`config.mk`:
```
export PLATFORM = sky130hd
export DESIGN_NAME = mem_read_top
export DESIGN_NICKNAME = d
export VERILOG_FILES = /design/src/verilog/axi_rd_pkg.sv /design/src/verilog/mem_map_pkg.sv /design/src/verilog/axi_read_arbiter.sv /design/src/verilog/data_read_port.sv /design/src/verilog/inst_line_fetch.sv /design/src/verilog/mem_read_top.sv
export SDC_FILE = /design/constraint.sdc
export NUM_CORES = 1
export LEC_CHECK = 0
export ABC_AREA = 1
export BUFFER_PORTS_ARGS = -buffer_cell sky130_fd_sc_hd__clkbuf_2
export CAP_MARGIN = 5
export CORE_AREA = 4 4 110 112
export DETAILED_ROUTE_END_ITERATION = 8
export DIE_AREA = 0 0 114 116
export PLACE_DENSITY = 0.78
export SETUP_SLACK_MARGIN = 0.3
export SLEW_MARGIN = 20
export SYNTH_ARGS = -nofsm -noshare
export SYNTH_HDL_FRONTEND = slang
export SYNTH_SLANG_ARGS = --single-unit
```
`constraint.sdc`:
```
create_clock -name aclk -period 4.35 [get_ports aclk]
set_input_delay 0.6525 -clock aclk [delete_from_list [all_inputs] [get_ports aclk]]
set_output_delay 0.6525 -clock aclk [all_outputs]
set_load 0.03 [all_outputs]
```
`src/verilog/axi_rd_pkg.sv`:
```
`default_nettype none

package axi_rd_pkg;

    localparam int AXI_ID_W   = 4;
    localparam int AXI_DATA_W = 32;
    localparam int AXI_LEN_W  = 4;                   // AXI3 style length field

    // fixed read-address fields driven on every request
    localparam logic [2:0] AXI_SIZE_WORD  = 3'b010;  // 4 bytes per beat
    localparam logic [1:0] AXI_BURST_INCR = 2'b01;   // line refill walks up the line

endpackage

`default_nettype wire

```
`src/verilog/mem_map_pkg.sv`:
```
`default_nettype none

package mem_map_pkg;

    localparam int ADDR_W     = 32;
    localparam int LINE_WORDS = 8;                   // words per cache line

    localparam int OFFSET_W = 2;                     // byte inside a word
    localparam int BANK_W   = $clog2(LINE_WORDS);    // word inside a line
    localparam int PREFIX_W = ADDR_W - BANK_W - OFFSET_W;

    // one physical address seen either as a flat word or split by line geometry
    typedef union packed {
        logic [ADDR_W-1:0] raw;
        struct packed {
            logic [PREFIX_W-1:0] prefix;             // selects the line
            logic [BANK_W-1:0]   bank;               // selects the word in the line
            logic [OFFSET_W-1:0] offset;
        } line;
    } phys_addr_u;

endpackage

`default_nettype wire

```
`src/verilog/axi_read_arbiter.sv`:
```
`default_nettype none

module axi_read_arbiter #(
    parameter int unsigned INST_ID = 0,
    parameter int unsigned DATA_ID = 1
) (
    input  wire                               aclk,
    input  wire                               arst_n_i,
    // instruction path
    input  wire                               ir_arvalid_i,
    output logic                              ir_arready_o,
    input  wire  [mem_map_pkg::ADDR_W-1:0]    ir_araddr_i,
    input  wire  [axi_rd_pkg::AXI_LEN_W-1:0]  ir_arlen_i,
    output logic [axi_rd_pkg::AXI_DATA_W-1:0] ir_rdata_o,
    output logic                              ir_rlast_o,
    output logic                              ir_rvalid_o,
    // data path
    input  wire                               mr_arvalid_i,
    output logic                              mr_arready_o,
    input  wire  [mem_map_pkg::ADDR_W-1:0]    mr_araddr_i,
    input  wire  [axi_rd_pkg::AXI_LEN_W-1:0]  mr_arlen_i,
    output logic [axi_rd_pkg::AXI_DATA_W-1:0] mr_rdata_o,
    output logic                              mr_rvalid_o,
    // shared AXI read master
    output logic [axi_rd_pkg::AXI_ID_W-1:0]   arid_o,
    output logic [mem_map_pkg::ADDR_W-1:0]    araddr_o,
    output logic [axi_rd_pkg::AXI_LEN_W-1:0]  arlen_o,
    output logic                              arvalid_o,
    input  wire                               arready_i,
    input  wire  [axi_rd_pkg::AXI_ID_W-1:0]   rid_i,
    input  wire  [axi_rd_pkg::AXI_DATA_W-1:0] rdata_i,
    input  wire                               rlast_i,
    input  wire                               rvalid_i,
    output logic                              rready_o
);
    import axi_rd_pkg::*;

    localparam logic [AXI_ID_W-1:0] INST_ARID = AXI_ID_W'(INST_ID);
    localparam logic [AXI_ID_W-1:0] DATA_ARID = AXI_ID_W'(DATA_ID);

    // read beats are steered by rid alone
    if (INST_ARID == DATA_ARID) begin : g_id_clash
        $error("instruction and data paths need distinct AXI IDs");
    end

    logic lock_q;                             // grant frozen while arvalid waits
    logic lock_data_q;
    logic sel_data;
    logic ar_fire;
    logic inst_pend_q;                        // burst outstanding per ID
    logic data_pend_q;
    logic rid_inst;
    logic rid_data;
    logic r_done;

    // data path has priority on a fresh grant
    assign sel_data = lock_q ? lock_data_q : mr_arvalid_i;

    assign arvalid_o = sel_data ? mr_arvalid_i : ir_arvalid_i;
    assign araddr_o  = sel_data ? mr_araddr_i : ir_araddr_i;
    assign arlen_o   = sel_data ? mr_arlen_i : ir_arlen_i;
    assign arid_o    = sel_data ? DATA_ARID : INST_ARID;
    assign ar_fire   = arvalid_o && arready_i;

    assign mr_arready_o = sel_data && arready_i;
    assign ir_arready_o = !sel_data && arready_i;

    assign rid_inst = (rid_i == INST_ARID) && inst_pend_q;
    assign rid_data = (rid_i == DATA_ARID) && data_pend_q;
    assign rready_o = rid_inst || rid_data;   // accept only for a waiting owner
    assign r_done   = rvalid_i && rlast_i;

    assign ir_rvalid_o = rvalid_i && rid_inst;
    assign ir_rdata_o  = rdata_i;
    assign ir_rlast_o  = rlast_i;
    assign mr_rvalid_o = rvalid_i && rid_data;
    assign mr_rdata_o  = rdata_i;

    always_ff @(posedge aclk or negedge arst_n_i) begin
        if (!arst_n_i) begin
            lock_q      <= 1'b0;
            lock_data_q <= 1'b0;
            inst_pend_q <= 1'b0;
            data_pend_q <= 1'b0;
        end else begin
            lock_q      <= arvalid_o && !arready_i;
            lock_data_q <= sel_data;

            if (ar_fire && !sel_data) begin
                inst_pend_q <= 1'b1;
            end else if (r_done && rid_inst) begin
                inst_pend_q <= 1'b0;
            end

            if (ar_fire && sel_data) begin
                data_pend_q <= 1'b1;
            end else if (r_done && rid_data) begin
                data_pend_q <= 1'b0;
            end
        end
    end

endmodule

`default_nettype wire

```
`src/verilog/data_read_port.sv`:
```
`default_nettype none

module data_read_port #(
    parameter int unsigned DATA_ID = 1
) (
    input  wire                               aclk,
    input  wire                               arst_n_i,
    // core side
    input  wire                               data_req_i,
    input  wire  [mem_map_pkg::ADDR_W-1:0]    data_addr_i,
    output logic                              data_addr_ok_o,
    output logic                              data_data_ok_o,
    output logic [axi_rd_pkg::AXI_DATA_W-1:0] data_rdata_o,
    // toward the read arbiter
    output logic                              mr_arvalid_o,
    input  wire                               mr_arready_i,
    output logic [mem_map_pkg::ADDR_W-1:0]    mr_araddr_o,
    output logic [axi_rd_pkg::AXI_LEN_W-1:0]  mr_arlen_o,
    input  wire  [axi_rd_pkg::AXI_DATA_W-1:0] mr_rdata_i,
    input  wire                               mr_rvalid_i
);
    import axi_rd_pkg::*;
    import mem_map_pkg::*;

    localparam logic [1:0] S_IDLE = 2'd0;
    localparam logic [1:0] S_ADDR = 2'd1;
    localparam logic [1:0] S_WAIT = 2'd2;

    logic [1:0]            state_q;
    logic                  addr_ok_q;
    logic                  data_ok_q;
    logic [ADDR_W-1:0]     addr_q;
    logic [AXI_DATA_W-1:0] rdata_q;
    logic                  take_req;

    if (DATA_ID >= (1 << AXI_ID_W)) begin : g_id_range
        $error("DATA_ID does not fit in the AXI ID field");
    end

    assign take_req = data_req_i && (state_q == S_IDLE);

    always_ff @(posedge aclk or negedge arst_n_i) begin
        if (!arst_n_i) begin
            state_q   <= S_IDLE;
            addr_ok_q <= 1'b0;
            data_ok_q <= 1'b0;
        end else begin
            addr_ok_q <= take_req;            // acknowledge the accepted load
            data_ok_q <= 1'b0;
            case (state_q)
                S_IDLE: begin
                    if (take_req) begin
                        state_q <= S_ADDR;
                    end
                end
                S_ADDR: begin
                    if (mr_arready_i) begin
                        state_q <= S_WAIT;
                    end
                end
                S_WAIT: begin
                    if (mr_rvalid_i) begin
                        state_q   <= S_IDLE;
                        data_ok_q <= 1'b1;
                    end
                end
                default: begin
                    state_q <= S_IDLE;
                end
            endcase
        end
    end

    always_ff @(posedge aclk) begin
        if (take_req) begin
            addr_q <= data_addr_i;
        end
        if ((state_q == S_WAIT) && mr_rvalid_i) begin
            rdata_q <= mr_rdata_i;
        end
    end

    assign data_addr_ok_o = addr_ok_q;
    assign data_data_ok_o = data_ok_q;
    assign data_rdata_o   = rdata_q;

    // one beat at the word holding the load address
    assign mr_arvalid_o = (state_q == S_ADDR);
    assign mr_araddr_o  = {addr_q[ADDR_W-1:OFFSET_W], {OFFSET_W{1'b0}}};
    assign mr_arlen_o   = '0;

endmodule

`default_nettype wire

```
`src/verilog/inst_line_fetch.sv`:
```
`default_nettype none

module inst_line_fetch #(
    parameter int unsigned INST_ID = 0
) (
    input  wire                               aclk,
    input  wire                               arst_n_i,
    // core side
    input  wire                               inst_req_i,
    input  wire  [mem_map_pkg::ADDR_W-1:0]    inst_addr_i,
    output logic                              inst_addr_ready_o,
    output logic [axi_rd_pkg::AXI_DATA_W-1:0] inst_rdata_o,
    output logic [mem_map_pkg::ADDR_W-1:0]    inst_addr_out_o,
    output logic                              inst_data_ok_o,
    // toward the read arbiter
    output logic                              ir_arvalid_o,
    input  wire                               ir_arready_i,
    output logic [mem_map_pkg::ADDR_W-1:0]    ir_araddr_o,
    output logic [axi_rd_pkg::AXI_LEN_W-1:0]  ir_arlen_o,
    input  wire  [axi_rd_pkg::AXI_DATA_W-1:0] ir_rdata_i,
    input  wire                               ir_rlast_i,
    input  wire                               ir_rvalid_i
);
    import axi_rd_pkg::*;
    import mem_map_pkg::*;

    localparam logic [1:0] S_IDLE = 2'd0;
    localparam logic [1:0] S_ADDR = 2'd1;
    localparam logic [1:0] S_BEAT = 2'd2;

    logic [1:0]            state_q;
    logic [BANK_W-1:0]     beat_cnt_q;       // index of the next beat in the line
    logic                  data_ok_q;
    phys_addr_u            req_addr_q;
    logic [AXI_DATA_W-1:0] word_q;
    logic                  take_req;
    logic                  beat_hit;

    // the arbiter matches rid against this value at AXI_ID_W bits
    if (INST_ID >= (1 << AXI_ID_W)) begin : g_id_range
        $error("INST_ID does not fit in the AXI ID field");
    end

    assign take_req = inst_req_i && (state_q == S_IDLE);
    assign beat_hit = (state_q == S_BEAT) && ir_rvalid_i;

    always_ff @(posedge aclk or negedge arst_n_i) begin
        if (!arst_n_i) begin
            state_q    <= S_IDLE;
            beat_cnt_q <= '0;
            data_ok_q  <= 1'b0;
        end else begin
            data_ok_q <= 1'b0;                // single cycle pulse
            case (state_q)
                S_IDLE: begin
                    if (take_req) begin
                        state_q <= S_ADDR;
                    end
                end
                S_ADDR: begin
                    beat_cnt_q <= '0;
                    if (ir_arready_i) begin
                        state_q <= S_BEAT;
                    end
                end
                S_BEAT: begin
                    if (ir_rvalid_i) begin
                        beat_cnt_q <= beat_cnt_q + 1'b1;
                        if (ir_rlast_i) begin
                            state_q   <= S_IDLE;
                            data_ok_q <= 1'b1;    // word is valid once the burst ends
                        end
                    end
                end
                default: begin
                    state_q <= S_IDLE;
                end
            endcase
        end
    end

    always_ff @(posedge aclk) begin
        if (take_req) begin
            req_addr_q.raw <= inst_addr_i;
        end
        if (beat_hit && (beat_cnt_q == req_addr_q.line.bank)) begin
            word_q <= ir_rdata_i;             // keep only the requested word
        end
    end

    assign inst_addr_ready_o = (state_q == S_IDLE);
    assign inst_data_ok_o    = data_ok_q;
    assign inst_rdata_o      = word_q;
    assign inst_addr_out_o   = req_addr_q.raw;

    // whole line from its first word
    assign ir_arvalid_o = (state_q == S_ADDR);
    assign ir_araddr_o  = {req_addr_q.line.prefix, {(BANK_W + OFFSET_W){1'b0}}};
    assign ir_arlen_o   = AXI_LEN_W'(LINE_WORDS - 1);

endmodule

`default_nettype wire

```
`src/verilog/mem_read_top.sv`:
```
`default_nettype none

module mem_read_top #(
    parameter int unsigned INST_ID = 0,
    parameter int unsigned DATA_ID = 1
) (
    input  wire                               aclk,
    input  wire                               arst_n_i,
    // instruction fetch
    input  wire                               inst_req_i,
    input  wire  [mem_map_pkg::ADDR_W-1:0]    inst_addr_i,
    output logic                              inst_addr_ready_o,
    output logic [axi_rd_pkg::AXI_DATA_W-1:0] inst_rdata_o,
    output logic [mem_map_pkg::ADDR_W-1:0]    inst_addr_out_o,
    output logic                              inst_data_ok_o,
    // uncached load
    input  wire                               data_req_i,
    input  wire  [mem_map_pkg::ADDR_W-1:0]    data_addr_i,
    output logic                              data_addr_ok_o,
    output logic                              data_data_ok_o,
    output logic [axi_rd_pkg::AXI_DATA_W-1:0] data_rdata_o,
    // AXI read master
    output logic [axi_rd_pkg::AXI_ID_W-1:0]   arid_o,
    output logic [mem_map_pkg::ADDR_W-1:0]    araddr_o,
    output logic [axi_rd_pkg::AXI_LEN_W-1:0]  arlen_o,
    output logic                              arvalid_o,
    input  wire                               arready_i,
    input  wire  [axi_rd_pkg::AXI_ID_W-1:0]   rid_i,
    input  wire  [axi_rd_pkg::AXI_DATA_W-1:0] rdata_i,
    input  wire                               rlast_i,
    input  wire                               rvalid_i,
    output logic                              rready_o
);
    import axi_rd_pkg::*;
    import mem_map_pkg::*;

    logic                  ir_arvalid;
    logic                  ir_arready;
    logic [ADDR_W-1:0]     ir_araddr;
    logic [AXI_LEN_W-1:0]  ir_arlen;
    logic [AXI_DATA_W-1:0] ir_rdata;
    logic                  ir_rlast;
    logic                  ir_rvalid;

    logic                  mr_arvalid;
    logic                  mr_arready;
    logic [ADDR_W-1:0]     mr_araddr;
    logic [AXI_LEN_W-1:0]  mr_arlen;
    logic [AXI_DATA_W-1:0] mr_rdata;
    logic                  mr_rvalid;

    inst_line_fetch #(
        .INST_ID(INST_ID)
    ) u_inst_fetch (
        .aclk              (aclk),
        .arst_n_i          (arst_n_i),
        .inst_req_i        (inst_req_i),
        .inst_addr_i       (inst_addr_i),
        .inst_addr_ready_o (inst_addr_ready_o),
        .inst_rdata_o      (inst_rdata_o),
        .inst_addr_out_o   (inst_addr_out_o),
        .inst_data_ok_o    (inst_data_ok_o),
        .ir_arvalid_o      (ir_arvalid),
        .ir_arready_i      (ir_arready),
        .ir_araddr_o       (ir_araddr),
        .ir_arlen_o        (ir_arlen),
        .ir_rdata_i        (ir_rdata),
        .ir_rlast_i        (ir_rlast),
        .ir_rvalid_i       (ir_rvalid)
    );

    data_read_port #(
        .DATA_ID(DATA_ID)
    ) u_data_port (
        .aclk           (aclk),
        .arst_n_i       (arst_n_i),
        .data_req_i     (data_req_i),
        .data_addr_i    (data_addr_i),
        .data_addr_ok_o (data_addr_ok_o),
        .data_data_ok_o (data_data_ok_o),
        .data_rdata_o   (data_rdata_o),
        .mr_arvalid_o   (mr_arvalid),
        .mr_arready_i   (mr_arready),
        .mr_araddr_o    (mr_araddr),
        .mr_arlen_o     (mr_arlen),
        .mr_rdata_i     (mr_rdata),
        .mr_rvalid_i    (mr_rvalid)
    );

    axi_read_arbiter #(
        .INST_ID(INST_ID),
        .DATA_ID(DATA_ID)
    ) u_rd_arb (
        .aclk         (aclk),
        .arst_n_i     (arst_n_i),
        .ir_arvalid_i (ir_arvalid),
        .ir_arready_o (ir_arready),
        .ir_araddr_i  (ir_araddr),
        .ir_arlen_i   (ir_arlen),
        .ir_rdata_o   (ir_rdata),
        .ir_rlast_o   (ir_rlast),
        .ir_rvalid_o  (ir_rvalid),
        .mr_arvalid_i (mr_arvalid),
        .mr_arready_o (mr_arready),
        .mr_araddr_i  (mr_araddr),
        .mr_arlen_i   (mr_arlen),
        .mr_rdata_o   (mr_rdata),
        .mr_rvalid_o  (mr_rvalid),
        .arid_o       (arid_o),
        .araddr_o     (araddr_o),
        .arlen_o      (arlen_o),
        .arvalid_o    (arvalid_o),
        .arready_i    (arready_i),
        .rid_i        (rid_i),
        .rdata_i      (rdata_i),
        .rlast_i      (rlast_i),
        .rvalid_i     (rvalid_i),
        .rready_o     (rready_o)
    );

endmodule

`default_nettype wire
```
==> results.txt <==
Nets@finish: 681
Antenna violations before repair: 0
Number of synthesized register bits: 140
Final setup fails: 0
Sink Count: 140
Clock skew: 9.102 ps
Hold Crit Class: input pin to async pin
WL final: 11.19 mm
Placer congestion estimate: 0.8388
CTS tree: yes
Post-synth top area share: 76.33%
Fin crit period: 2876 ps
Cts hold-fix bufs: 0
Initial Util: 44.17%
CP Capture Type: output pin
Global-route wire length before repair: 16.84 mm
Worst Tran Pin Value: 1011 ps
RSZ-0062 raised after global routing: no
FFs w/ async S/R, synth: 10.00%
DRC: 0
Post-DR vias/cell: 4.579
Area growth syn-to-layout: 37.91%
Sequential element share of the synthesized area: 83.39%
DR top layer: met4
Flop pwr share: 37.1%
Vias: 3329
Slew headroom: 32.45%
Sw frac: 37.52%
Distinct cells, synth: 21
Worst skew pair latency: 400 ps
Clock Path Buffers: 2
Biggest area consumer among synthesized cells: edfxtp_1
GRT Total Usage: 16.91%
P_leak: 3.137 nW
Die extent in x: 114 um
Area of the core: 11220 sq um
Root buffer cell: clkbuf_16
Worst-path clk slew: 60 ps
Drt pass-1 iters: 4
Clock Power Share: 30.0%
Post-Synthesis Cell Area: 4957 sq um
Post-route clock period utilization: 66.12%
Final Max Slew Viols: 0
Die Span Y: 116 um
Final instance area: 6837 sq um
Detail Route Antenna Nets: 0
Number of post-CTS setup repair buffers: 0
Share of post-route cells with drive strength above 1: 47.77%
Rows: 39
Wire per inst: 15.40 um
Crit-path max FO: 30
Post-synth EDFFs: 126
Post-Syn Instances: 321
Post-synth top flop: edfxtp_1
Cell with the most instances after synthesis: edfxtp_1
Area of the die: 13220 sq um
Internal cell power: 0.002912 W
Mean Syn Cell Area: 15.44 sq um
Pwr dens: 681.8 nW/um^2
Yosys warning count: 0
Status: finished, final reports clean
Ant. Diodes: 0
Fmax: 0.3477 GHz
Vias in the first global route: 3435
Final hold vios: 0
Port Buffers: 240
Final setup TNS: 0 ps
Critical Path AT: 2220 ps
Metal3 WL: 1.500 mm
CTS Buf Count: 17
Met2 Wirelength: 5.445 mm
VDD IR-drop max: 0.7078 mV
Largest net degree at the start of global routing: 37
CP required: 3700 ps
Switch Pwr: 0.001749 W
IO Pins: 249
CTS resizes: 0
Placed instance area: 6257 sq um
WS Path Type: flop to output pin
Crit start category: flop
Htree depth: 4
Commonest cells post-synth: 126 x edfxtp_1, 109 x nand2_1, 16 x inv_1
Number of max-cap violations: 0
GR Overflow Total: 0
Dominant cells by area after synthesis: edfxtp_1 76%, nand2_1 8.3%, dfrtp_1 7.1%
Worst hold slack: 160.7 ps
Iter 0 DRT Violations: 179
DPL Wire Length: 8.413 mm
Comb power frac: 32.8%
M1 WL: 4.100 mm
-- flip-flops by register name, indices dropped and copies added (netlist names), 2 cells and up --
name	flops
u_data_port.data_rdata_o	32
u_data_port.state_q	2
u_inst_fetch.beat_cnt_q	3
u_inst_fetch.inst_addr_out_o	32
u_data_port.addr_q	30
u_inst_fetch.state_q	2
u_inst_fetch.inst_rdata_o	32
-- per-layer routing --
metal | global-route usage (%) | up-vias
li1 | - | 1597
met4 | 7.838 | 0
met2 | 28.22 | 195
met3 | 7.885 | 13
met5 | 0 | -
met1 | 18.40 | 1524
-- kinds of logic after synthesis --
| logic type | count (synthesis) | share of synthesized area [%] |
|---|---|---|
| DFF | 140 | 83.39 |
| xor gates and xnor gates | 3 | 0.5301 |
| adders and majority gates | 1 | 0.2524 |
| buffers and inverters | 32 | 3.887 |
| AOI/OAI and AO/OA | 3 | 0.3028 |
| and+or+nand+nor | 141 | 11.56 |
| other | 1 | 0.07565 |
-- power by group through the flow --
stage / combinational (W) / sequential (W) / clock, W
after floorplan: 0.00104 / 0.00187 / 0
after global placement: 0.00153 / 0.00175 / 0
after detailed placement: 0.00155 / 0.00176 / 0
after CTS: 0.00156 / 0.00173 / 0.00144
after global routing: 0.00168 / 0.00175 / 0.00151
final: 0.00153 / 0.00173 / 0.00140
-- through the flow --
step / power, W / setup WS, ps / std cells / utilization (%)
after global routing: 0.004932 / 1163 / 727 / 60.91
after global placement: 0.003280 / 1899 / 697 / 55.75
final: 0.004661 / 1474 / 727 / 60.91
after detailed placement: 0.003308 / 1860 / 697 / 55.75
after floorplan: 0.002910 / 695.4 / 326 / -
after CTS: 0.004730 / 1377 / 727 / 60.91
-- cells in the final DEF, fill, tap and decap left out, types with 2 or more instances in the layout --
cell / instances
clkbuf_16: 17
conb_1: 6
o21ai_0: 3
nor2_2: 3
nand4_1: 3
bufinv_16: 3
clkinvlp_4: 2
buf_4: 3
dfrtp_1: 14
inv_1: 15
nand2_1: 109
edfxtp_1: 126
clkbuf_2: 240
nand3_1: 10
nor2_1: 10
xnor2_1: 3
clkinv_4: 3
clkinv_2: 3
inv_2: 2
-- path summary, 6_finish.rpt --
kind / slack (ps) / endpoint / cells after the start / start
max: 1470 / araddr_o[5] / 6 / u_data_port.state_q[1]$_DFFE_PN0P_
min: 160 / u_inst_fetch.beat_cnt_q[1]$_DFFE_PN0P_ / 1 / arst_n_i
max reg2reg: 2500 / u_inst_fetch.inst_rdata_o[20]$_DFFE_PP_ / 4 / u_inst_fetch.state_q[0]$_DFFE_PN0P_
min reg2reg: 500 / u_rd_arb.data_pend_q$_DFFE_PN0P_ / 2 / u_rd_arb.data_pend_q$_DFFE_PN0P_
max in group asynchronous: 3920 / u_data_port.state_q[1]$_DFFE_PN0P_ / 1 / arst_n_i
min in group aclk: 420 / u_data_port.addr_q[15]$_DFFE_PP_ / 1 / data_addr_i[15]
-- area by class of cell --
type                            instances  area, sq um
Tap cell                              143        178.9
Clock inverter                         12        150.1
Inverter                               17        63.81
Clock buffer                           18        429.2
Timing Repair Buffer                  243         1224
Multi-Input combinational cell        154        656.9
Sequential cell                       140         4134
Fill cell                             866         4387
-- worst max-delay path, cell delays in order (launching register included) --
cell and delay (ps):
dfrtp_1 430, nor2_4 150, nand2_1 60, nand2_1 730
nand2_1 150, nand2_1 100, clkbuf_2 200
Power figures use the tool's default switching activity.
